`src/soc_map_pkg.sv`:
```
package soc_map_pkg;

  //////////////////////////////////////////////////
  // Address map
  //////////////////////////////////////////////////

  localparam logic [31:0] RAM_BASE = 32'h3000_0000;   // Word RAM
  localparam logic [31:0] SYS_BASE = 32'h3000_1000;   // System manager
  localparam logic [31:0] FOC_BASE = 32'h3000_2000;   // FOC byte registers

  // All windows share one size
  localparam int WINDOW_BYTES = 4096;

  // Decode result of the front end
  typedef enum logic [1:0] {
    REGION_RAM,
    REGION_SYS,
    REGION_FOC,
    REGION_NONE               // Outside all windows
  } region_e;

  //////////////////////////////////////////////////
  // System manager registers
  //////////////////////////////////////////////////

  // Word offsets inside the system window
  typedef enum logic [1:0] {
    SYS_CTRL    = 2'd0,       // Bit 0 releases the processor reset
    SYS_SCRATCH = 2'd1,       // Free read/write word
    SYS_ID      = 2'd2        // Read-only identification
  } sys_reg_e;

  // Identification word, ASCII "FOC1"
  localparam logic [31:0] SYS_ID_VALUE = 32'h464F_4331;

endpackage

```
`src/wb_bus_pkg.sv`:
```
package wb_bus_pkg;

  //////////////////////////////////////////////////
  // Wishbone widths
  //////////////////////////////////////////////////

  localparam int WB_ADDR_W = 32;              // Byte address
  localparam int WB_DATA_W = 32;              // One 32-bit word per transfer
  localparam int WB_SEL_W  = WB_DATA_W / 8;   // Byte lanes

  // Word offset inside a 4 KB window
  localparam int OFFSET_W  = 10;

  //////////////////////////////////////////////////
  // Bus data types
  //////////////////////////////////////////////////

  typedef logic [WB_ADDR_W-1:0] wb_addr_t;
  typedef logic [WB_DATA_W-1:0] wb_data_t;
  typedef logic [WB_SEL_W-1:0]  wb_sel_t;   // One bit per byte lane
  typedef logic [OFFSET_W-1:0]  wb_offset_t;

  // Front-end FSM
  typedef enum logic {
    ST_IDLE,                  // Waiting for cyc and stb
    ST_ACK                    // Ack cycle, read data on the bus
  } wb_state_e;

endpackage
```
`src/wb_slave_ctrl.sv`:
```
`timescale 1ns/1ps

module wb_slave_ctrl (
  input  logic                   wb_clk_i,     // Bus clock
  input  logic                   arst_n_i,     // Async reset, active low

  // Wishbone classic slave
  input  logic                   wbs_cyc_i,
  input  logic                   wbs_stb_i,
  input  logic                   wbs_we_i,
  input  wb_bus_pkg::wb_sel_t    wbs_sel_i,
  input  wb_bus_pkg::wb_addr_t   wbs_adr_i,
  input  wb_bus_pkg::wb_data_t   wbs_dat_i,
  output logic                   wbs_ack_o,
  output wb_bus_pkg::wb_data_t   wbs_dat_o,

  // Read words from the slaves, valid in the ack cycle
  input  wb_bus_pkg::wb_data_t   ram_rdata_i,
  input  wb_bus_pkg::wb_data_t   sys_rdata_i,
  input  wb_bus_pkg::wb_data_t   foc_rdata_i,

  // One-cycle request strobes
  output logic                   ram_req_o,
  output logic                   sys_req_o,
  output logic                   foc_req_o,

  // Shared request fields
  output logic                   we_o,
  output wb_bus_pkg::wb_sel_t    sel_o,
  output wb_bus_pkg::wb_offset_t offset_o,
  output wb_bus_pkg::wb_data_t   wdata_o
);

  import wb_bus_pkg::*;
  import soc_map_pkg::*;

  localparam int WIN_LSB = $clog2(WINDOW_BYTES);   // First address bit above a window

  wb_state_e state_q;
  wb_state_e state_d;
  region_e   region_d;     // Decode of the current address
  region_e   region_q;     // Region of the accepted transfer
  logic      accept;

  //////////////////////////////////////////////////
  // Acceptance and decode
  //////////////////////////////////////////////////

  assign accept = wbs_cyc_i && wbs_stb_i && (state_q == ST_IDLE);

  always_comb begin
    // Compare only the bits above the window
    if (wbs_adr_i[WB_ADDR_W-1:WIN_LSB] == RAM_BASE[WB_ADDR_W-1:WIN_LSB]) begin
      region_d = REGION_RAM;
    end else if (wbs_adr_i[WB_ADDR_W-1:WIN_LSB] == SYS_BASE[WB_ADDR_W-1:WIN_LSB]) begin
      region_d = REGION_SYS;
    end else if (wbs_adr_i[WB_ADDR_W-1:WIN_LSB] == FOC_BASE[WB_ADDR_W-1:WIN_LSB]) begin
      region_d = REGION_FOC;
    end else begin
      region_d = REGION_NONE;    // Unmapped, no strobe
    end
  end

  // Strobes only in the acceptance cycle
  assign ram_req_o = accept && (region_d == REGION_RAM);
  assign sys_req_o = accept && (region_d == REGION_SYS);
  assign foc_req_o = accept && (region_d == REGION_FOC);

  assign we_o     = wbs_we_i;
  assign sel_o    = wbs_sel_i;
  assign offset_o = wbs_adr_i[2 +: OFFSET_W];   // Word offset, byte bits dropped
  assign wdata_o  = wbs_dat_i;

  //////////////////////////////////////////////////
  // FSM and ack
  //////////////////////////////////////////////////

  always_comb begin
    case (state_q)
      ST_IDLE: state_d = accept ? ST_ACK : ST_IDLE;
      ST_ACK:  state_d = ST_IDLE;               // Back to idle after one ack
      default: state_d = ST_IDLE;
    endcase
  end

  always_ff @(posedge wb_clk_i or negedge arst_n_i) begin
    if (!arst_n_i) begin
      state_q  <= ST_IDLE;
      region_q <= REGION_NONE;
    end else begin
      state_q <= state_d;
      if (accept) begin
        region_q <= region_d;   // Held for the read mux
      end
    end
  end

  assign wbs_ack_o = (state_q == ST_ACK);

  // Read data mux, zero outside the ack cycle
  always_comb begin
    wbs_dat_o = '0;
    if (wbs_ack_o) begin
      case (region_q)
        REGION_RAM: wbs_dat_o = ram_rdata_i;
        REGION_SYS: wbs_dat_o = sys_rdata_i;
        REGION_FOC: wbs_dat_o = foc_rdata_i;
        default:    wbs_dat_o = '0;   // Unmapped reads zero
      endcase
    end
  end

endmodule

```
`config.mk`:
```
export PLATFORM = sky130hd
export DESIGN_NAME = wb_slave_ctrl
export DESIGN_NICKNAME = d
export VERILOG_FILES = /design/src/soc_map_pkg.sv /design/src/wb_bus_pkg.sv /design/src/wb_slave_ctrl.sv
export SDC_FILE = /design/constraint.sdc
export NUM_CORES = 1
export LEC_CHECK = 0
export BUFFER_PORTS_ARGS = -buffer_cell sky130_fd_sc_hd__clkbuf_2
export CELL_PAD_IN_SITES_DETAIL_PLACEMENT = 0
export CELL_PAD_IN_SITES_GLOBAL_PLACEMENT = 1
export CORE_UTILIZATION = 15
export DETAILED_ROUTE_END_ITERATION = 6
export HOLD_SLACK_MARGIN = 0.03
export PLACE_DENSITY_LB_ADDON = 0.3
export SLEW_MARGIN = 20
export SYNTH_ARGS = -nofsm -noshare
export SYNTH_HDL_FRONTEND = slang
export SYNTH_SLANG_ARGS = --single-unit
```
`constraint.sdc`:
```
create_clock -name wb_clk_i -period 1.5 [get_ports wb_clk_i]
set_clock_uncertainty 0.2 [all_clocks]
set_input_delay 0.15 -clock wb_clk_i [delete_from_list [all_inputs] [get_ports wb_clk_i]]
set_output_delay 0.15 -clock wb_clk_i [all_outputs]
set_load 0.01 [all_outputs]
```
* Word level (Yosys, flattened, before mapping) *
Cells that the tools add are included.

cells by class
  equality and inequality tests = 7
  bitwise logic cells = 1
  reduce and logical (&&, ||, !) cells = 7
  mux-type cells = 7

operators by type and width
  operator                                          number
  one-hot mux 32 bit (3 select lines)               1
  == test 20 x 18 -> 1 bit (second input constant)  3
  two-way mux 32 bit                                1
  logical AND 1 bit                                 5
  == test 2 x 1 -> 1 bit (second input constant)    2
  == test 2 bit (second input constant)             2
  zero test 2 bit                                   2
  two-way mux 2 bit                                 2
  two-way mux 1 bit                                 2
  one-hot mux 1 bit (2 select lines)                1
  inverter 1 bit                                    1

storage, ports and cells
  output and inout bits = 83
  bits in registers = 3
  input port bits = 169

* Logic depth before layout (Yosys ltp) *
Gate-level depths: netlist of run 1.

  depth after elaboration = 6
  gate-level depth with buffers = 6
  depth with buffers taken out = 3

* Worst setup path before layout of run 1 *
No wires, ideal clock.

  kind = reg2out
  start = reg region_q[0]
  end = out wbs_dat_o[10]
  cell stages (with the launch flop) = 6
  arrival = 1.244 ns
  slack = -0.094 ns
  path buffers = 2
  cell sequence = dfstp_2 > buf_6 > buf_12 > mux2i_1 > or2_0 > a21boi_1

on the way
  longest elaborated chain between the ends = 3
  elaborated cells on any way between the ends = 5
  those cells by class = eq/ne: 2; mux: 2; reduce/logical: 1

ends and longest elaborated chain
  what                                   line                  RTL
  from (decl)                            wb_slave_ctrl.sv:42   region_e region_q;
  from (signal assigned)                 wb_slave_ctrl.sv:93   region_q <= region_d;
  == test 2 bit (tied with other cells)  wb_slave_ctrl.sv:104  case (region_q)
  one-hot mux 32 bit (3 select lines) *  wb_slave_ctrl.sv:104
  two-way mux 32 bit *                   wb_slave_ctrl.sv:103  if (wbs_ack_o) begin
  to (decl)                              wb_slave_ctrl.sv:15   output wb_bus_pkg::wb_data_t wbs_dat_o,

Mark *: on every way between the ends. The rest lies on a longest branch, timed or not.

* Worst setup path after layout of run 1 *
  start = reg region_q[0]
  end = out wbs_dat_o[27]

Same word-level chain as after synthesis.

==> metrics.md, run 1 <==
| Metric | Value |
|---|---|
| Unique masters post-synth | `20` |
| Hold Vio Cnt, Final | `0` |
| Detail Placement HPWL | `4120 µm` |
| Pwr/cell area | `around 230 nW/µm²` |
| Port bufs | `155` |
| Largest net degree at the start of global routing | `34` |
| Total power | `between 0.0005 and 0.0006 W` |
| Vias | `about 1,800` |
| Final slew viol count | `0` |
| Top-Level Pins | `roughly 250` |
| Crit-path cells | `buf_12 > mux2i_1 > or2_1 > a21boi_2 > buf_2` |
| Routed Antenna Nets | `0` |
| Reg area | `between 70 and 80 µm²` |
| # DRC | `0` |
| Max cap viols | `0` |
| Static leakage | `1.29 nW` |
| Clock sinks | `3` |
| Nature of the critical path endpoint | `primary output` |
| EDFF count, synth | `0` |
| Leading area contributor after synthesis | `buf_4` |
| CP Data Arrival Time | `about 1.6 ns` |
| Actual slew at the worst max-slew pin | `roughly 0.33 ns` |
| R2R setup slack | `roughly 0.05 ns` |
| FF+latch count, synth | `3` |
| Tmin final | `approximately 1.9 ns` |
| Clock root cell | `clkbuf_8` |
| Avg Synthesized Cell Area | `7.38 µm²` |
| Most numerous cell in the Yosys netlist | `buf_4` |
| CP required | `1.15 ns` |
| Fin cells | `458` |
| Worst-Skew Late Latency | `around 0.21 ns` |
| Synth-to-layout area growth | `56.8%` |
| CTS tree | `yes` |
| Yosys warns | `0` |
| WS Path Type | `reg -> out` |
| CP max-delay cell | `dfstp_2` |
| Initial Util | `approximately 16%` |
| Peak VDD IR | `slightly below 0.7 mV` |
| Max Fclk | `between 500 and 600 MHz` |
| Final period utilization | `128%` |
| Vias in the first global route | `about 1,600` |
| Antenna Cells | `0` |
| H-tree levels | `1` |
| Routed wire per std cell | `~11 µm` |
| Seq/Total Area, Yosys | `under 10%` |
| Worst rel slew slack | `between 70 and 80%` |
| Post-synth ARST share | `100%` |
| Clock buffer count from CTS | `3` |
| Net Count, Synth | `around 380` |
| Mapped Area | `~1500 µm²` |
| Area occupied by multi-input gates | `1140 µm²` |
| Placed cells | `around 450` |
| Crit path largest cell delay | `between 0.5 and 0.6 ns` |
| Gr usage total | `between 8 and 9%` |
| CP Launch Type | `flop` |
| CP Max Fanout | `19` |
| Nets | `around 500` |
| Total grt overflow | `0` |
| Violated checks | `setup timing` |
| Type of the most critical hold path | `in -> out` |
| Placement Rows | `36` |
| Top post-synthesis cells by area | `buf_4 24%, mux2i_1 21%, a21boi_1 15%` |
| Die Ht | `103 µm` |
| Most instantiated cells after synthesis | `50 x buf_4, 32 x mux2i_1, 32 x nand2_1` |
| Main synth FF type | `dfstp_2` |
| Core footprint | `just under 10,000 µm²` |
| DRT iter0 DRCs | `11` |
| Total Die Area | `around 11,000 µm²` |
| DR pass1 iterations | `2` |
| Global placement routability congestion | `just under 0.7` |
| Synth Instances | `~210` |
| Routed vias/inst | `approximately 4` |
| Setup violations, final | `35` |
| Final WL | `about 5200 µm` |
| RSZ-0062 raised after global routing | `yes` |
| CTS max path bufs | `2` |
| Die width | `approximately 100 µm` |
| Outcome | `finished, violations left` |
| First-pass GRT wire length | `~7100 µm` |
| Final setup margin | `-0.417 ns` |
| Reg clk slew, reported paths | `about 0.03 ns` |
| Yosys top cell area share | `24.4%` |
| Layout cell share with drive strength beyond 1 | `between 60% and 70%` |
| # fillers | `1,103` |
| Initial antenna violation count | `0` |
[area by class of cell]
type / instances / area share (%)
clock buffer: 4 / 1.87
tap: 133 / 6.91
sequential: 3 / 3.22
timing repair buffer: 174 / 40.4
multi-input combinational: 144 / 47.6
[sequential cells by signal (all words and copies together), names as in the netlist]
| name | flops |
|---|---|
| region_q | 2 |
| wbs_ack_o | 1 |
[where the power goes]
group / internal [W] / switching [W]
Sequential: 0.0000832 / 0.00000136
Combinational: 0.000161 / 0.0000758
Clock: 0.000181 / 0.0000512
Total: 0.000426 / 0.000128
[final timing paths]
kind	start	to	cells after the start
min reg2reg	region_q[1]	region_q[1]	2
max	region_q[0]	wbs_dat_o[27]	5
max reg2reg	wbs_ack_o	region_q[1]	5
max in group asynchronous	arst_n_i	region_q[0]	2
min	wbs_dat_i[15]	wdata_o[15]	0
min in group asynchronous	arst_n_i	wbs_ack_o	2
[layout by cell type, fill, tap and decap left out, drive strengths merged]
master       instances
nor2b                1
nand3                3
buf                 51
a21boi              32
dfrtp                1
dlygate4sd3          1
nor3                 5
or2                 32
clkbuf             126
dfstp                2
nand2               32
and3b                1
o22a                 2
nor4b                2
mux2i               32
nor4                 2
[metal layers]
metal / GRT usage (%) / routed length (µm) / up-vias
met1: 8.12 / 1940 / 802
met4: 2.38 / 61 / 0
met2: 17.7 / 2650 / 109
li1: - / - / 889
met5: 0 / 0 / -
met3: 1.90 / 505 / 8
[per-stage QoR]
step                hold slack, ns  area [µm²]  setup slack, ns  utilization [%]  TNS, ns
global route                 0.100        2410           -0.503             24.4   -15.61
global placement            -0.253        2280           -0.197             23.1    -5.68
CTS                          0.100        2360           -0.438             23.9   -13.51
floorplan                   -0.346        1670          -0.0706                -    -2.04
detailed placement          -0.249        2280           -0.209             23.1    -5.92
finish                       0.100        2410           -0.417             24.4   -12.90
[cells by family (layout without fill, tap and decap cells)]
| group | after synthesis | count (layout) | synth area share [%] |
|---|---|---|---|
| multiplexers | 32 | 32 | 20.9 |
| flip-flops | 3 | 3 | 5.05 |
| AND/OR/NAND/NOR | 78 | 78 | 26.4 |
| buffers and inverters | 61 | 178 | 30.9 |
| AO/OA/AOI/OAI | 34 | 34 | 16.8 |
[repair_timing]
action	CTS	global route
endpoints found under the hold margin	3	0
resized for setup	4	59
hold buffers	1	0
buffers inserted	2	2
pin swaps	1	2
setup endpoints to repair	35	38
[critical path: cells and delay by family, from the launching register on]
kind / cells / cell delay (ns)
muxes: 1 / 0.09
DFF: 1 / 0.58
and+or+nand+nor: 1 / 0.22
buffers and inverters: 2 / 0.34
AOI/OAI and AO/OA: 1 / 0.12
No activity file was read; power rests on OpenSTA's default activity.
==> run 2: changes to the inputs <==
Settings changed: REMOVE_ABC_BUFFERS from default to 1.
==> metrics.md, run 2 (synthesis results as in run 1) <==
| Metric | Value |
|---|---|
| Outcome | `finished, violations left` |
| Violated checks | `setup timing` |
| Type of the most critical hold path | `in -> async` |
| Static leakage | `between 1 and 1.5 nW` |
| Placement Rows | `36` |
| WS Path Type | `reg -> out` |
| Nets | `491` |
| Critical path's top delay family | `flip-flops` |
| DR pass1 iterations | `4` |
| Initial antenna violation count | `0` |
| Clock root cell | `clkbuf_8` |
| Routed wire per std cell | `18.7 µm` |
| Nature of the critical path endpoint | `primary output` |
| Crit path largest cell delay | `0.58 ns` |
| Reg clk slew, reported paths | `0.03 ns` |
| CP Launch Type | `flop` |
| Worst rel slew slack | `around 77%` |
| Port bufs | `approximately 160` |
| Final slew viol count | `0` |
| CP required | `1.15 ns` |
| Die width | `103 µm` |
| Final period utilization | `128%` |
| Max cap viols | `0` |
| RSZ-0062 raised after global routing | `yes` |
| Final core occ | `22.9%` |
| Clock buffer count from CTS | `3` |
| Top-Level Pins | `252` |
| Routed Antenna Nets | `0` |
| Tmin final | `~1.9 ns` |
| # fillers | `approximately 1,100` |
| CP Data Arrival Time | `~1.6 ns` |
| Reg area | `between 70 and 80 µm²` |
| CTS max path bufs | `2` |
| Clock sinks | `3` |
| Routed vias/inst | `between 4 and 5` |
| Hold Vio Cnt, Final | `0` |
| Antenna Cells | `0` |
| Setup violations, final | `35` |
| Final setup margin | `-0.424 ns` |
| Final WL | `8480 µm` |
| Global placement routability congestion | `around 0.74` |
| Crit-path cells | `buf_12 > mux2i_1 > or2_0 > a21boi_1 > buf_2` |
| Max reg flops | `2` |
| CTS tree | `yes` |
| Worst slack, placed | `-0.242 ns` |
| # DRC | `0` |
| Hold slack | `0.0684 ns` |
| Initial Util | `roughly 16%` |
| Max Fclk | `roughly 520 MHz` |
| R2R setup slack | `0.04 ns` |
| Largest net degree at the start of global routing | `34` |
| Die Ht | `slightly above 100 µm` |
| Synth-to-layout area growth | `46.9%` |
| H-tree levels | `1` |
| Core footprint | `slightly below 10,000 µm²` |
| Total power | `between 0.0005 and 0.0006 W` |
| Most common cell after layout, fill and taps aside | `clkbuf_2` |
| Layout cell share with drive strength beyond 1 | `around 57%` |
| Pwr/cell area | `242 nW/µm²` |
| Detail Placement HPWL | `slightly above 7000 µm` |
| Vias | `around 1,800` |
| Most frequent cells in the layout | `132 x clkbuf_2, 32 x mux2i_1, 32 x nand2_1` |
| Actual slew at the worst max-slew pin | `between 0.3 and 0.4 ns` |
| CP Max Fanout | `20` |
| Total Die Area | `between 10,000 and 15,000 µm²` |
| Bufs and invs on worst path | `2` |
| DRT iter0 DRCs | `30` |
| Gr usage total | `between 10% and 20%` |
| First-pass GRT wire length | `~11,000 µm` |
| CP max-delay cell | `dfstp_2` |
| Total grt overflow | `0` |
| Area occupied by multi-input gates | `a little over 1000 µm²` |
| Vias in the first global route | `1,671` |
| Peak VDD IR | `between 0.2 and 0.3 mV` |
| Largest Register | `region_q` |
| Worst-Skew Late Latency | `between 0.2 and 0.25 ns` |
-- run 2: cell count changes in the layout (fill, tap and decap cells not counted), sizes merged --
| cell | before | now |
|---|---|---|
| buf | 51 | 37 |
| clkbuf | 126 | 136 |
-- run 2: routing by layer --
| metal | vias to the layer above | part of all wire, % | GRT usage, % |
|---|---|---|---|
| met5 | - | 0.70 | 4.81 |
| met4 | 2 | 0.27 | 1.84 |
| met3 | 6 | 27 | 17.8 |
| met2 | 185 | 42 | 23.4 |
| met1 | 767 | 30 | 12.1 |
| li1 | 876 | - | - |
-- run 2: final cells by class --
cell class	instances	share of cell area (%)
multi-input cells	144	45.8
well taps	133	7.38
repair buffers	170	41.3
flip-flops and latches	3	3.44
clock buffers	4	2.00
-- run 2: what timing repair did --
| action | in CTS | in global routing |
|---|---|---|
| gates cloned | 0 | 0 |
| hold endpoints to repair | 3 | 0 |
| gates resized for setup | 8 | 28 |
| setup endpoints to repair | 35 | 37 |
| buffers inserted | 2 | 0 |
| hold buffers | 1 | 0 |
| pin swaps | 2 | 1 |
-- run 2: final timing paths --
path / from / endpoint / depth (start not counted)
worst max-delay path: region_q[0] / wbs_dat_o[15] / 5
worst min-delay path: arst_n_i / wbs_ack_o / 2
worst max register to register: wbs_ack_o / region_q[1] / 5
worst min register to register: region_q[0] / region_q[0] / 2
max in group asynchronous: arst_n_i / region_q[1] / 2
min in group wb_clk_i: wbs_dat_i[8] / wdata_o[8] / 0
-- run 2: worst register-to-register path, delay by kind of cell (launching register included) --
family | cells | cell delay [ns]
flip-flops | 1 | 0.37
buffers and inverters | 2 | 0.27
AND/OR/NAND/NOR | 2 | 0.36
AO/OA/AOI/OAI | 1 | 0.18
-- run 2: through the flow --
stage / setup TNS, ns / std cells / instance area (µm²)
6_report: -12.67 / 454 / 2250
5_1_grt: -15.41 / 454 / 2250
4_1_cts: -13.89 / 454 / 2230
3_5_place_dp: -6.23 / 447 / 2130
3_3_place_gp: -5.86 / 447 / 2130
2_1_floorplan: -34.20 / 147 / 1060
-- run 2: where the power goes --
part,internal [W],total (W),switching [W]
Combinational,0.000153,0.000229,0.0000769
Clock,0.000181,0.000232,0.0000514
Sequential,0.0000832,0.0000841,0.000000895
