[src/soc_map_pkg.sv]
package soc_map_pkg;

  //////////////////////////////////////////////////
  // Address map
  //////////////////////////////////////////////////

  localparam logic [31:0] RAM_BASE = 32'h3000_0000;   // Word RAM
  localparam logic [31:0] SYS_BASE = 32'h3000_1000;   // System manager
  localparam logic [31:0] FOC_BASE = 32'h3000_2000;   // FOC byte registers

  // All windows share one size
  localparam int WINDOW_BYTES = 4096;

  // Decode result of the front end
  typedef enum logic [1:0] {
    REGION_RAM,
    REGION_SYS,
    REGION_FOC,
    REGION_NONE               // Outside all windows
  } region_e;

  //////////////////////////////////////////////////
  // System manager registers
  //////////////////////////////////////////////////

  // Word offsets inside the system window
  typedef enum logic [1:0] {
    SYS_CTRL    = 2'd0,       // Bit 0 releases the processor reset
    SYS_SCRATCH = 2'd1,       // Free read/write word
    SYS_ID      = 2'd2        // Read-only identification
  } sys_reg_e;

  // Identification word, ASCII "FOC1"
  localparam logic [31:0] SYS_ID_VALUE = 32'h464F_4331;

endpackage

[src/wb_bus_pkg.sv]
package wb_bus_pkg;

  //////////////////////////////////////////////////
  // Wishbone widths
  //////////////////////////////////////////////////

  localparam int WB_ADDR_W = 32;              // Byte address
  localparam int WB_DATA_W = 32;              // One 32-bit word per transfer
  localparam int WB_SEL_W  = WB_DATA_W / 8;   // Byte lanes

  // Word offset inside a 4 KB window
  localparam int OFFSET_W  = 10;

  //////////////////////////////////////////////////
  // Bus data types
  //////////////////////////////////////////////////

  typedef logic [WB_ADDR_W-1:0] wb_addr_t;
  typedef logic [WB_DATA_W-1:0] wb_data_t;
  typedef logic [WB_SEL_W-1:0]  wb_sel_t;   // One bit per byte lane
  typedef logic [OFFSET_W-1:0]  wb_offset_t;

  // Front-end FSM
  typedef enum logic {
    ST_IDLE,                  // Waiting for cyc and stb
    ST_ACK                    // Ack cycle, read data on the bus
  } wb_state_e;

endpackage
[src/sys_manager.sv]
`timescale 1ns/1ps

module sys_manager (
  input  logic                   wb_clk_i,
  input  logic                   arst_n_i,
  input  logic                   req_i,
  input  logic                   we_i,
  input  wb_bus_pkg::wb_sel_t    sel_i,
  input  wb_bus_pkg::wb_offset_t offset_i,
  input  wb_bus_pkg::wb_data_t   wdata_i,
  output wb_bus_pkg::wb_data_t   rdata_o,
  output logic                   proc_rst_n_o  // Processor reset, low holds the core
);

  import wb_bus_pkg::*;
  import soc_map_pkg::*;

  logic     ctrl_q;       // Reset release bit
  logic     ctrl_d;
  wb_data_t scratch_q;
  wb_data_t scratch_d;
  wb_data_t rd_word;
  sys_reg_e reg_sel;
  logic     reg_hit;      // Offset inside the register file

  assign reg_hit = (offset_i[OFFSET_W-1:2] == '0);
  assign reg_sel = sys_reg_e'(offset_i[1:0]);

  //////////////////////////////////////////////////
  // Register writes
  //////////////////////////////////////////////////

  always_comb begin
    ctrl_d    = ctrl_q;
    scratch_d = scratch_q;
    if (req_i && we_i && reg_hit) begin
      case (reg_sel)
        SYS_CTRL: begin
          if (sel_i[0]) ctrl_d = wdata_i[0];   // Only bit 0 is stored
        end
        SYS_SCRATCH: begin
          for (int b = 0; b < WB_SEL_W; b++) begin
            if (sel_i[b]) scratch_d[8*b +: 8] = wdata_i[8*b +: 8];
          end
        end
        default: ;                             // ID and holes ignore writes
      endcase
    end
  end

  // Read word after the write
  always_comb begin
    rd_word = '0;
    if (reg_hit) begin
      case (reg_sel)
        SYS_CTRL:    rd_word = {{(WB_DATA_W-1){1'b0}}, ctrl_d};
        SYS_SCRATCH: rd_word = scratch_d;
        SYS_ID:      rd_word = SYS_ID_VALUE;
        default:     rd_word = '0;             // Offset 3 reads zero
      endcase
    end
  end

  always_ff @(posedge wb_clk_i or negedge arst_n_i) begin
    if (!arst_n_i) begin
      ctrl_q    <= 1'b0;      // Core held in reset
      scratch_q <= '0;
      rdata_o   <= '0;
    end else if (req_i) begin
      ctrl_q    <= ctrl_d;
      scratch_q <= scratch_d;
      rdata_o   <= rd_word;
    end
  end

  assign proc_rst_n_o = ctrl_q;

endmodule

[config.mk]
export PLATFORM = sky130hd
export DESIGN_NAME = sys_manager
export DESIGN_NICKNAME = d
export VERILOG_FILES = /design/src/soc_map_pkg.sv /design/src/wb_bus_pkg.sv /design/src/sys_manager.sv
export SDC_FILE = /design/constraint.sdc
export NUM_CORES = 1
export LEC_CHECK = 0
export ABC_AREA = 1
export ABC_CLOCK_PERIOD_IN_PS = 1400
export BUFFER_PORTS_ARGS = -buffer_cell sky130_fd_sc_hd__buf_4
export CAP_MARGIN = 20
export CORE_ASPECT_RATIO = 0.75
export CORE_MARGIN = 5
export CORE_UTILIZATION = 40
export CTS_CLUSTER_DIAMETER = 120
export CTS_CLUSTER_SIZE = 20
export DETAILED_ROUTE_END_ITERATION = 12
export PLACE_DENSITY_LB_ADDON = 0.25
export SLEW_MARGIN = 5
export SYNTH_ARGS = -nofsm -noshare
export SYNTH_HDL_FRONTEND = slang
export SYNTH_SLANG_ARGS = --single-unit
[constraint.sdc]
create_clock -name wb_clk_i -period 1.4 [get_ports wb_clk_i]
set_input_delay 0.28 -clock wb_clk_i [delete_from_list [all_inputs] [get_ports wb_clk_i]]
set_output_delay 0.28 -clock wb_clk_i [all_outputs]
set_load 0.01 [all_outputs]
; ---- Word level (Yosys, flattened, before mapping)
; Index checks and enable logic that the tools add are counted.
[classes]
eq_ne = 2
n_mux = 11
reduce_logical = 4
[ops]
columns = cell, count
row1 = $mux W32, 3
row2 = $pmux W32 S3, 1
row3 = $mux W8, 4
row4 = $logic_not A8 Y1, 1
row5 = $mux W1, 3
row6 = $eq A2 B1 Y1 const B, 1
row7 = $eq A2 B2 Y1 const B, 1
row8 = $logic_and A1 B1 Y1, 2
row9 = $logic_not A2 Y1, 1
[word_totals]
ff_bits = 65
inputBits = 50
output_inout_bits = 33
word_cells = 20

; ---- Depth between registers and ports, before layout
; Gate-level depths: netlist (run 1).
[depth]
word_depth = 5
mapped_depth = 11
ltp_nobuf = 10

; ---- Least setup slack after synthesis (run 1)
; Ideal clock, no wire load.
[synth_path]
kind = input to register
from = in offset_i[7]
to = reg rdata_o[18]
setup_ps = 117
arrival_time_ps = 1208
required_ps = 1283
slack_ps = 75
stages = 9
path_buffers = 1
cell_sequence = nor2_1 > nand2_1 > nor2_4 > buf_2 > nand3_1 > nand3_1 > nand2_1 > nand2_1 > nand2_1
[synth_between]
elab_chain_cells = 5
[synth_rtl]
columns = element, line
row1 = start: declaration, sys_manager.sv:9  ; input wb_bus_pkg::wb_offset_t offset_i,
row2 = $logic_not A8 Y1 *, sys_manager.sv:26  ; assign reg_hit = (offset_i[OFFSET_W-1:2] == '0);
row3 = $logic_and A1 B1 Y1, sys_manager.sv:36  ; if (req_i && we_i && reg_hit) begin
row4 = $mux W32, sys_manager.sv:36
row5 = $pmux W32 S3, sys_manager.sv:55  ; case (reg_sel)
row6 = $mux W32 *, sys_manager.sv:54  ; if (reg_hit) begin
row7 = end signal: assignment, sys_manager.sv:72  ; rdata_o <= rd_word;
row8 = end: declaration, sys_manager.sv:11  ; output wb_bus_pkg::wb_data_t rdata_o,
; Every way passes the cells marked *; elsewhere a longest branch is shown, timed or not.
; A chain may end at the register's enable or synchronous reset.

; ---- Final worst setup path (run 1)
[layout_path]
from = in offset_i[7]
to = reg scratch_q[31]
[layout_between]
elab_chain_cells = 3
[layout_rtl]
columns = element, line
row1 = $logic_not A8 Y1, sys_manager.sv:26
row2 = $logic_and A1 B1 Y1, sys_manager.sv:36
row3 = $mux W32, sys_manager.sv:36
row4 = end signal: assignment, sys_manager.sv:71  ; scratch_q <= scratch_d;
row5 = end: declaration, sys_manager.sv:20  ; wb_data_t scratch_q;
; No other way between the ends.

==> results_dict.tcl, run 1 <==
set metrics [dict create \
    status "finished clean" \
    grt_pass1_vias 3556 \
    place_area_um2 4440 \
    dpl.cell_count 706 \
    critPathCaptureType "flip-flop" \
    worstMarginPinSlew_ns 0.366 \
    seq_area_frac_synth_pct 45.8 \
    min_period_ns 1.26 \
    setup_ws_ns 0.142 \
    crit_path_start_kind "input pin" \
    grt_usage_pct 18.0 \
    hold_path_startpoint "offset_i[0]" \
    ys_ff_latch 65 \
    netlist-cell-type-count 20 \
    yosys.area.top_type "dfrtp_1" \
    wl_mm 9.48 \
    io_pins 83 \
    root_buffer "clkbuf_16" \
    num_vias 3569 \
    cp_num_buf_inv 2 \
    netlist.area_leader.share_pct 45.8 \
    r2r_start "scratch_q[19]" \
    synthCells 514 \
    postCtsSetupBuffers 0 \
    timing_hold_violations_final 0 \
    clk_pin_slew_ns 0.06 \
    fmax_mhz 795 \
    place_congestion 0.832 \
    syn_area_um2 3550 \
    path_delay_family "simple AND/OR/NAND/NOR gates" \
    preCtsSetupSlack_ns -0.204 \
    postSynthNetCount 564 \
    routedWlPerCell_um 13.1 \
    cpMostUsedCell "nand2_1" \
    first_pass_iters 4 \
    finalInstanceArea_um2 4720 \
    p_leak_nw 2.76 \
    fin_cells 723 \
    diodes 0 \
    clk_latency_ns 0.32 \
    hold_path_class "input pin to flip-flop" \
    ys_warn_count 0 \
    crit_required_ns 1.64 \
    ir_drop_v 0.000585 \
    power_density_nw_per_um2 977 \
    slew_violations 0 \
    crit_arrival_ns 1.50 \
    rows 29 \
    drtAntennaViolNets 0 \
    port_buffers 82 \
    synth.area.top_cells "dfrtp_1 (46%), nand2_1 (23%), nand3_1 (9.3%)" \
    h-tree-depth 3 \
    start_util_pct 41.4 \
    critPathSlowestCell "nor3_4" \
    crit_type "input pin to flip-flop" \
    setup_viol 0 \
    core_area_um2 8560 \
    nets 660 \
    clock-sinks 65 \
    area_growth_pct 33.1 \
    first_iter_violations 179 \
    grt_pass1_wl_mm 16.3 \
    dieArea_um2 10900 \
    die_y_um 91.6 \
    drive_above_1_share_pct 21.0 \
    rsz0062_at_grt "no" \
    min_to "rdata_o[0]" \
    fill_cells 810 \
    grt_max_degree 66 \
    maxSlewHeadroom_pct 75.6 \
    grt.overflow.total 0 \
    path_max_fanout 38 \
    timing.rr.end "rdata_o[19]" \
    clock_path_buffers 2 \
    antenna_found_initial 0 \
    cap_violations 0 \
    hpwlAfterDp_mm 6.66 \
    drc 0 \
    min_path_cells 5 \
    timing.final.crit_share_pct 89.8 \
    reg2reg_depth 10 \
    cp_cell_sequence "buf_4 -> nor2_1 -> nand2_1 -> nor3_4 -> buf_12 -> nand2_1 -> nand2_1 -> nand3_1 -> o21ai_0" \
    die_w_um 119 \
    skew_ns 0.00807 \
    tritoncts "built" \
    regToRegSetupSlack_ns 0.29 \
    avgViaCountPerCell 4.94 \
    cpPeakStageDelay_ns 0.23 \
    cts_buffers 9 \
    syn_avg_cell_area_um2 6.90 \
]
[registers in the layout (all words and copies together) (netlist names)]
signal / count
proc_rst_n_o: 1
rdata_o: 32
scratch_q: 32
[layout by cell type, fill, tap and decap left out]
master / Yosys / layout
nor2_4: 1 / 1
clkbuf_8: 0 / 1
dlygate4sd3_1: 0 / 1
buf_12: 0 / 5
a21oi_1: 1 / 1
clkbuf_1: 8 / 1
nor3_1: 1 / 1
nor2_2: 1 / 1
buf_4: 3 / 101
clkbuf_16: 0 / 9
inv_1: 75 / 75
dfrtp_1: 65 / 65
clkinv_2: 0 / 3
o21ai_1: 7 / 7
nand4_1: 18 / 18
nor3_4: 1 / 1
nor2_1: 10 / 10
clkinv_4: 0 / 1
clkinvlp_4: 0 / 1
o21ai_0: 11 / 11
and2_1: 14 / 14
nand2_1: 217 / 216
nand2_2: 2 / 3
nand3_1: 66 / 66
inv_2: 2 / 2
[area by class of cell]
class / count / area [um^2] / share of cell area, %
Sequential cell: 65 / 1630 / 34.4
Inverter: 77 / 289 / 6.12
Multi-Input combinational cell: 350 / 1530 / 32.4
Timing Repair Buffer: 107 / 868 / 18.4
Clock buffer: 11 / 243 / 5.14
Clock inverter: 5 / 31.3 / 0.662
Tap cell: 108 / 135 / 2.86
[how the worst max path moves through the flow]
stage | from | cells past startpoint | slack (ns) | end
6_report | offset_i[7] | 9 | 0.14 | scratch_q[31]
5_1_grt | offset_i[3] | 9 | 0.003 | scratch_q[31]
4_1_cts | offset_i[7] | 9 | 0.13 | scratch_q[6]
3_5_place_dp | offset_i[7] | 9 | -0.20 | scratch_q[1]
3_3_place_gp | offset_i[7] | 9 | -0.16 | rdata_o[29]
2_1_floorplan | offset_i[7] | 9 | 0.08 | rdata_o[18]
[worst reg2reg max path: stages (launching register included)]
cell	delay (ns)
dfrtp_1	0.36
inv_1	0.08
nand2_1	0.06
nand2_1	0.06
nand2_1	0.05
nand2_1	0.07
nand3_1	0.08
nand3_1	0.09
nand2_1	0.05
nand2_1	0.05
nand2_1	0.05
[through the flow]
step                utilization, %  hold slack (ns)  power [W]  setup TNS [ns]
finish                        55.2            0.317    0.00461               0
global route                  55.2            0.332    0.00483               0
CTS                           55.1            0.312    0.00466               0
detailed placement            51.8            0.314    0.00258           -6.69
global placement              51.8            0.314    0.00256           -5.84
floorplan                        -          -0.0156    0.00231               0
[logic make-up after synthesis]
| group | Yosys count | synth area share, % |
|---|---|---|
| simple gates | 331 | 40.4 |
| buf+inv | 99 | 11.1 |
| flops | 65 | 45.8 |
| compound gates | 19 | 2.68 |
[layer usage]
| metal | vias to the layer above | global-route usage (%) | share of wire (%) |
|---|---|---|---|
| met1 | 1674 | 24.2 | 46 |
| met4 | 0 | 5.69 | 1.3 |
| met2 | 105 | 28.8 | 46 |
| li1 | 1778 | - | - |
| met5 | - | 0 | 0 |
| met3 | 12 | 4.35 | 7.2 |
[power breakdown]
part           internal [W]  leakage [nW]  switching (W)
combinational      0.000235          1.81       0.000328
clock               0.00124         0.135       0.000824
sequential          0.00196         0.812      0.0000239
total               0.00344          2.76        0.00118
[timing repair]
action,in CTS,in global routing
setup endpoints to repair,0,3
hold endpoints to repair,65,0
hold buffers,1,0
gates resized for setup,0,1
[synthesized netlist by cell type]
cell	number
inv_2	2
buf_4	3
buf_1	3
nor3_4	1
nor2_4	1
nor2_1	10
clkbuf_1	8
dfrtp_1	65
nor2_2	1
nand4_1	18
o21ai_0	11
nand2_2	2
nor3_1	1
nand3_1	66
buf_2	8
a21oi_1	1
o21ai_1	7
nand2_1	217
inv_1	75
and2_1	14
Note: power is estimated with default switching activity, not from simulation.
==> inputs of run 2 (changes only) <==
Settings changed: CELL_PAD_IN_SITES_DETAIL_PLACEMENT from default to 1, CELL_PAD_IN_SITES_GLOBAL_PLACEMENT from default to 2, CORE_UTILIZATION 40 to 29, SLEW_MARGIN 5 to default.
==> results_dict.tcl, run 2 (synthesis results as in run 1) <==
set metrics [dict create \
    p_leak_nw 2.83 \
    clk_pin_slew_ns 0.05 \
    crit_arrival_ns 1.57 \
    core_area_um2 12100 \
    area_growth_pct 38.3 \
    p_int_w 0.00380 \
    status "finished clean" \
    antenna_found_initial 0 \
    seqPwrFrac_pct 40.0 \
    die_w_um 138 \
    rows 35 \
    power_density_nw_per_um2 1010 \
    grt_max_degree 53 \
    slew_violations 0 \
    worstMarginPinSlew_ns 0.355 \
    power.share.clock_pct 48.3 \
    fin_cells 786 \
    grt_pass1_vias 3706 \
    path_max_fanout 19 \
    root_buffer "clkbuf_16" \
    hold_path_class "input pin to flip-flop" \
    final_cell_mix "nand2_1 (215), buf_4 (105), inv_1 (75)" \
    timing_hold_violations_final 0 \
    fill_cells 1534 \
    h-tree-depth 3 \
    preCtsSetupSlack_ns -0.262 \
    timing.final.crit_share_pct 93.1 \
    avgViaCountPerCell 4.47 \
    ir_drop_v 0.000525 \
    critPathCaptureType "flip-flop" \
    port_buffers 82 \
    drtAntennaViolNets 0 \
    power_switching_w 0.00116 \
    clock_path_buffers 2 \
    final_common_cell "nand2_1" \
    grt.overflow.total 0 \
    die_y_um 106 \
    swShare_pct 23.4 \
    place_congestion 0.781 \
    maxSlewHeadroom_pct 76.3 \
    setup_viol 0 \
    hold_slack_ns 0.321 \
    clk_latency_ns 0.33 \
    cts_buffers 9 \
    drc 0 \
    postLayoutCoreUtil_pct 40.5 \
    start_util_pct 29.3 \
    dpl.cell_count 768 \
    wl_mm 10.9 \
    routedWlPerCell_um 13.9 \
    dieArea_um2 14600 \
    crit_required_ns 1.66 \
    combPwrFrac_pct 11.8 \
    diodes 0 \
    crit_type "input pin to flip-flop" \
    clock-sinks 65 \
    crit_path_start_kind "input pin" \
    hpwlAfterDp_mm 7.72 \
    fmax_mhz 767 \
    cap_violations 0 \
    grt_pass1_wl_mm 18.1 \
    num_vias 3515 \
    setup_ws_ns 0.0966 \
    io_pins 83 \
    grt_usage_pct 15.6 \
    drive_above_1_share_pct 21.6 \
    tritoncts "built" \
    first_pass_iters 4 \
    min_period_ns 1.30 \
    nets 666 \
    first_iter_violations 103 \
    finalPower_w 0.00496 \
    skew_ns 0.00845 \
]
-- run 2: changes by cell type in the layout (fill, tap and decap cells not counted), sizes merged --
cell	change
buf	+5
clkinvlp	-1
bufinv	+2
clkinv	-3
clkbuf	+2
-- run 2: area by class of cell --
cell class / instances / area (um^2) / area share, %
sequential: 65 / 1630 / 33.1
multi-input combinational: 350 / 1540 / 31.4
clock inverter: 3 / 65.1 / 1.33
inverter: 77 / 289 / 5.89
timing repair buffer: 113 / 935 / 19.0
clock buffer: 12 / 246 / 5.02
tap: 166 / 208 / 4.23
-- run 2: per-layer routing --
metal | part of all wire (%) | GRT usage [%]
met5 | 0 | 0
met4 | 1.1 | 3.81
met3 | 4.6 | 4.01
met2 | 45 | 23.9
met1 | 50 | 22.1
-- run 2: path summary, 6_finish.rpt --
path	start	to	slack (ns)	depth (start not counted)
max reg2reg	scratch_q[22]	rdata_o[22]	0.22	10
max	offset_i[3]	rdata_o[27]	0.1	9
min reg2reg	rdata_o[11]	rdata_o[11]	0.48	2
max in group asynchronous	arst_n_i	rdata_o[9]	0.49	3
min	wdata_i[11]	rdata_o[11]	0.32	5
min in group asynchronous	arst_n_i	rdata_o[1]	0.35	2
-- run 2: stage by stage --
step,setup TNS [ns],area [um^2]
after detailed placement,-9.70,4540
final,0,4910
after global placement,-8.53,4540
after global routing,-0.00630,4910
after CTS,0,4860
after floorplan,0,3550
-- run 2: worst max-delay path, stage by stage --
cell	delay [ns]
buf_4	0.11
nor2_1	0.13
nand2_2	0.11
nor3_4	0.26
buf_4	0.17
clkbuf_16	0.17
buf_4	0.12
nand4_1	0.12
nand2_1	0.09
-- run 2: repair_timing --
item | 4_1_cts | 5_1_grt
setup endpoints to repair | 0 | 14
hold buffers | 1 | 0
setup buffers | 0 | 1
hold endpoints to repair | 13 | 0
gates resized for setup | 0 | 4
-- run 2: power groups by stage --
stage	combinational, W	clock [W]	sequential, W
2_1_floorplan	0.000297	0	0.00201
3_3_place_gp	0.000574	0	0.00202
4_1_cts	0.000594	0.00246	0.00199
5_1_grt	0.000671	0.00255	0.00199
6_report	0.000584	0.00240	0.00198
3_5_place_dp	0.000586	0	0.00202
==> inputs of run 3 (changes only) <==
Settings changed: SETUP_SLACK_MARGIN from default to 0.5.
==> results_dict.tcl, run 3 (synthesis results as in run 1) <==
set metrics [dict create \
    final_cell_mix "nand2_1 (182), buf_4 (105), dfrtp_1 (65)" \
    first_iter_violations 144 \
    fmax_mhz 814 \
    multiInputGateArea_um2 1970 \
    timing.rr.end "rdata_o[17]" \
    cp.depth 10 \
    port_buffers 82 \
    drive_above_1_share_pct 42.4 \
    drtAntennaViolNets 0 \
    tritoncts "built" \
    min_period_ns 1.23 \
    cts_buffers 9 \
    postLayoutCoreUtil_pct 49.6 \
    dieArea_um2 14600 \
    cp_cell_sequence "buf_6 -> nor2_4 -> nand2_4 -> nor3_4 -> buf_12 -> buf_12 -> buf_16 -> nand3_2 -> nand4_1 -> nand2_1" \
    ir_drop_v 0.000546 \
    status "finished clean" \
    wl_mm 12.8 \
    seq_area_um2 1630 \
    crit_type "input pin to flip-flop" \
    die_y_um 106 \
    root_buffer "clkbuf_16" \
    clk_pin_slew_ns 0.05 \
    p_leak_nw 3.26 \
    skew_ns 0.00684 \
    critPathLaunch "offset_i[2]" \
    clock_path_buffers 2 \
    critPathSlowestCell "nor3_4" \
    fill_cells 1466 \
    rows 35 \
    path_delay_family "simple AND/OR/NAND/NOR gates" \
    first_pass_iters 4 \
    drc 0 \
    avgViaCountPerCell 4.65 \
    r2r_start "scratch_q[17]" \
    maxSlewHeadroom_pct 74.6 \
    cpMostUsedCell "buf_12" \
    setup_viol 0 \
    cpPeakStageDelay_ns 0.22 \
    grt_pass1_vias 4201 \
    dpl.cell_count 772 \
    crit_path_start_kind "input pin" \
    place_congestion 0.778 \
    timing.final.crit_share_pct 87.8 \
    cp_num_buf_inv 4 \
    slew_violations 0 \
    start_util_pct 29.3 \
    rsz0062_at_grt "yes" \
    grt_pass1_wl_mm 20.4 \
    power_density_nw_per_um2 844 \
    clock-sinks 65 \
    grt_usage_pct 17.7 \
    io_pins 83 \
    worstMarginPinSlew_ns 0.382 \
    timing.critical_path.to "rdata_o[27]" \
    diodes 0 \
    die_w_um 138 \
    reg2reg_depth 10 \
    hpwlAfterDp_mm 8.17 \
    clk_latency_ns 0.33 \
    hold_path_class "input pin to flip-flop" \
    path_max_fanout 5 \
    nets 718 \
    grt_max_degree 66 \
    num_vias 3895 \
    grt.overflow.total 0 \
    critPathCaptureType "flip-flop" \
    h-tree-depth 3 \
    regToRegSetupSlack_ns 0.23 \
    fin_cells 838 \
    cap_violations 0 \
    crit_required_ns 1.62 \
    routedWlPerCell_um 15.3 \
    final_common_cell "nand2_1" \
    crit_arrival_ns 1.44 \
    timing_hold_violations_final 0 \
    area_growth_pct 69.5 \
    antenna_found_initial 0 \
    core_area_um2 12100 \
]
## run 3: worst min-delay path, cell delays in order
cell,delay (ns)
buf_4,0.08
inv_1,0.03
nand3_2,0.05
nand4_1,0.07
nand2_1,0.07
## run 3: how the worst min path moves through the flow
stage	start	endpoint	slack (ns)	cells past startpoint
floorplan	arst_n_i	proc_rst_n_o	-0.02	0
detailed placement	arst_n_i	rdata_o[12]	0.33	2
global route	wdata_i[29]	scratch_q[29]	0.31	5
CTS	wdata_i[6]	scratch_q[6]	0.29	5
finish	wdata_i[2]	rdata_o[2]	0.28	5
global placement	arst_n_i	rdata_o[10]	0.32	2
## run 3: timing repair
action,in CTS,in global routing
endpoints found under the setup margin,98,98
pin swaps,35,30
cloned,3,2
resized for setup,116,21
hold buffers,1,0
buffers inserted,27,18
endpoints found under the hold margin,65,0
## run 3: cell type report
class | count | area share [%]
clock inverters | 3 | 1.08
multi-input cells | 350 | 32.7
well taps | 166 | 3.45
repair buffers | 165 | 26.8
flip-flops and latches | 65 | 27.0
clock buffers | 12 | 4.10
inverters | 77 | 4.85
## run 3: power by group
| part | switching [W] | total, W | internal [W] |
|---|---|---|---|
| combinational | 0.000406 | 0.000686 | 0.000281 |
| sequential | 0.0000253 | 0.00199 | 0.00196 |
| clock | 0.000805 | 0.00240 | 0.00160 |
| total | 0.00124 | 0.00508 | 0.00384 |
## run 3: through the flow
step	total power, W	hold slack (ns)	setup WS, ns	TNS [ns]	area, um^2
5_1_grt	0.00530	0.305	0.107	0	6010
6_report	0.00508	0.284	0.171	0	6010
3_3_place_gp	0.00262	0.322	-0.143	-3.89	4710
3_5_place_dp	0.00264	0.325	-0.168	-5.26	4710
4_1_cts	0.00511	0.289	0.213	0	5740
2_1_floorplan	0.00234	-0.0156	0.169	0	3720
## run 3: per-layer routing
layer	wire, um	track usage (%)	vias to the layer above
li1	-	-	1891
met1	5760	23.6	1915
met2	6400	29.5	78
met3	543	4.15	11
met4	112	3.60	0
met5	0	0	-
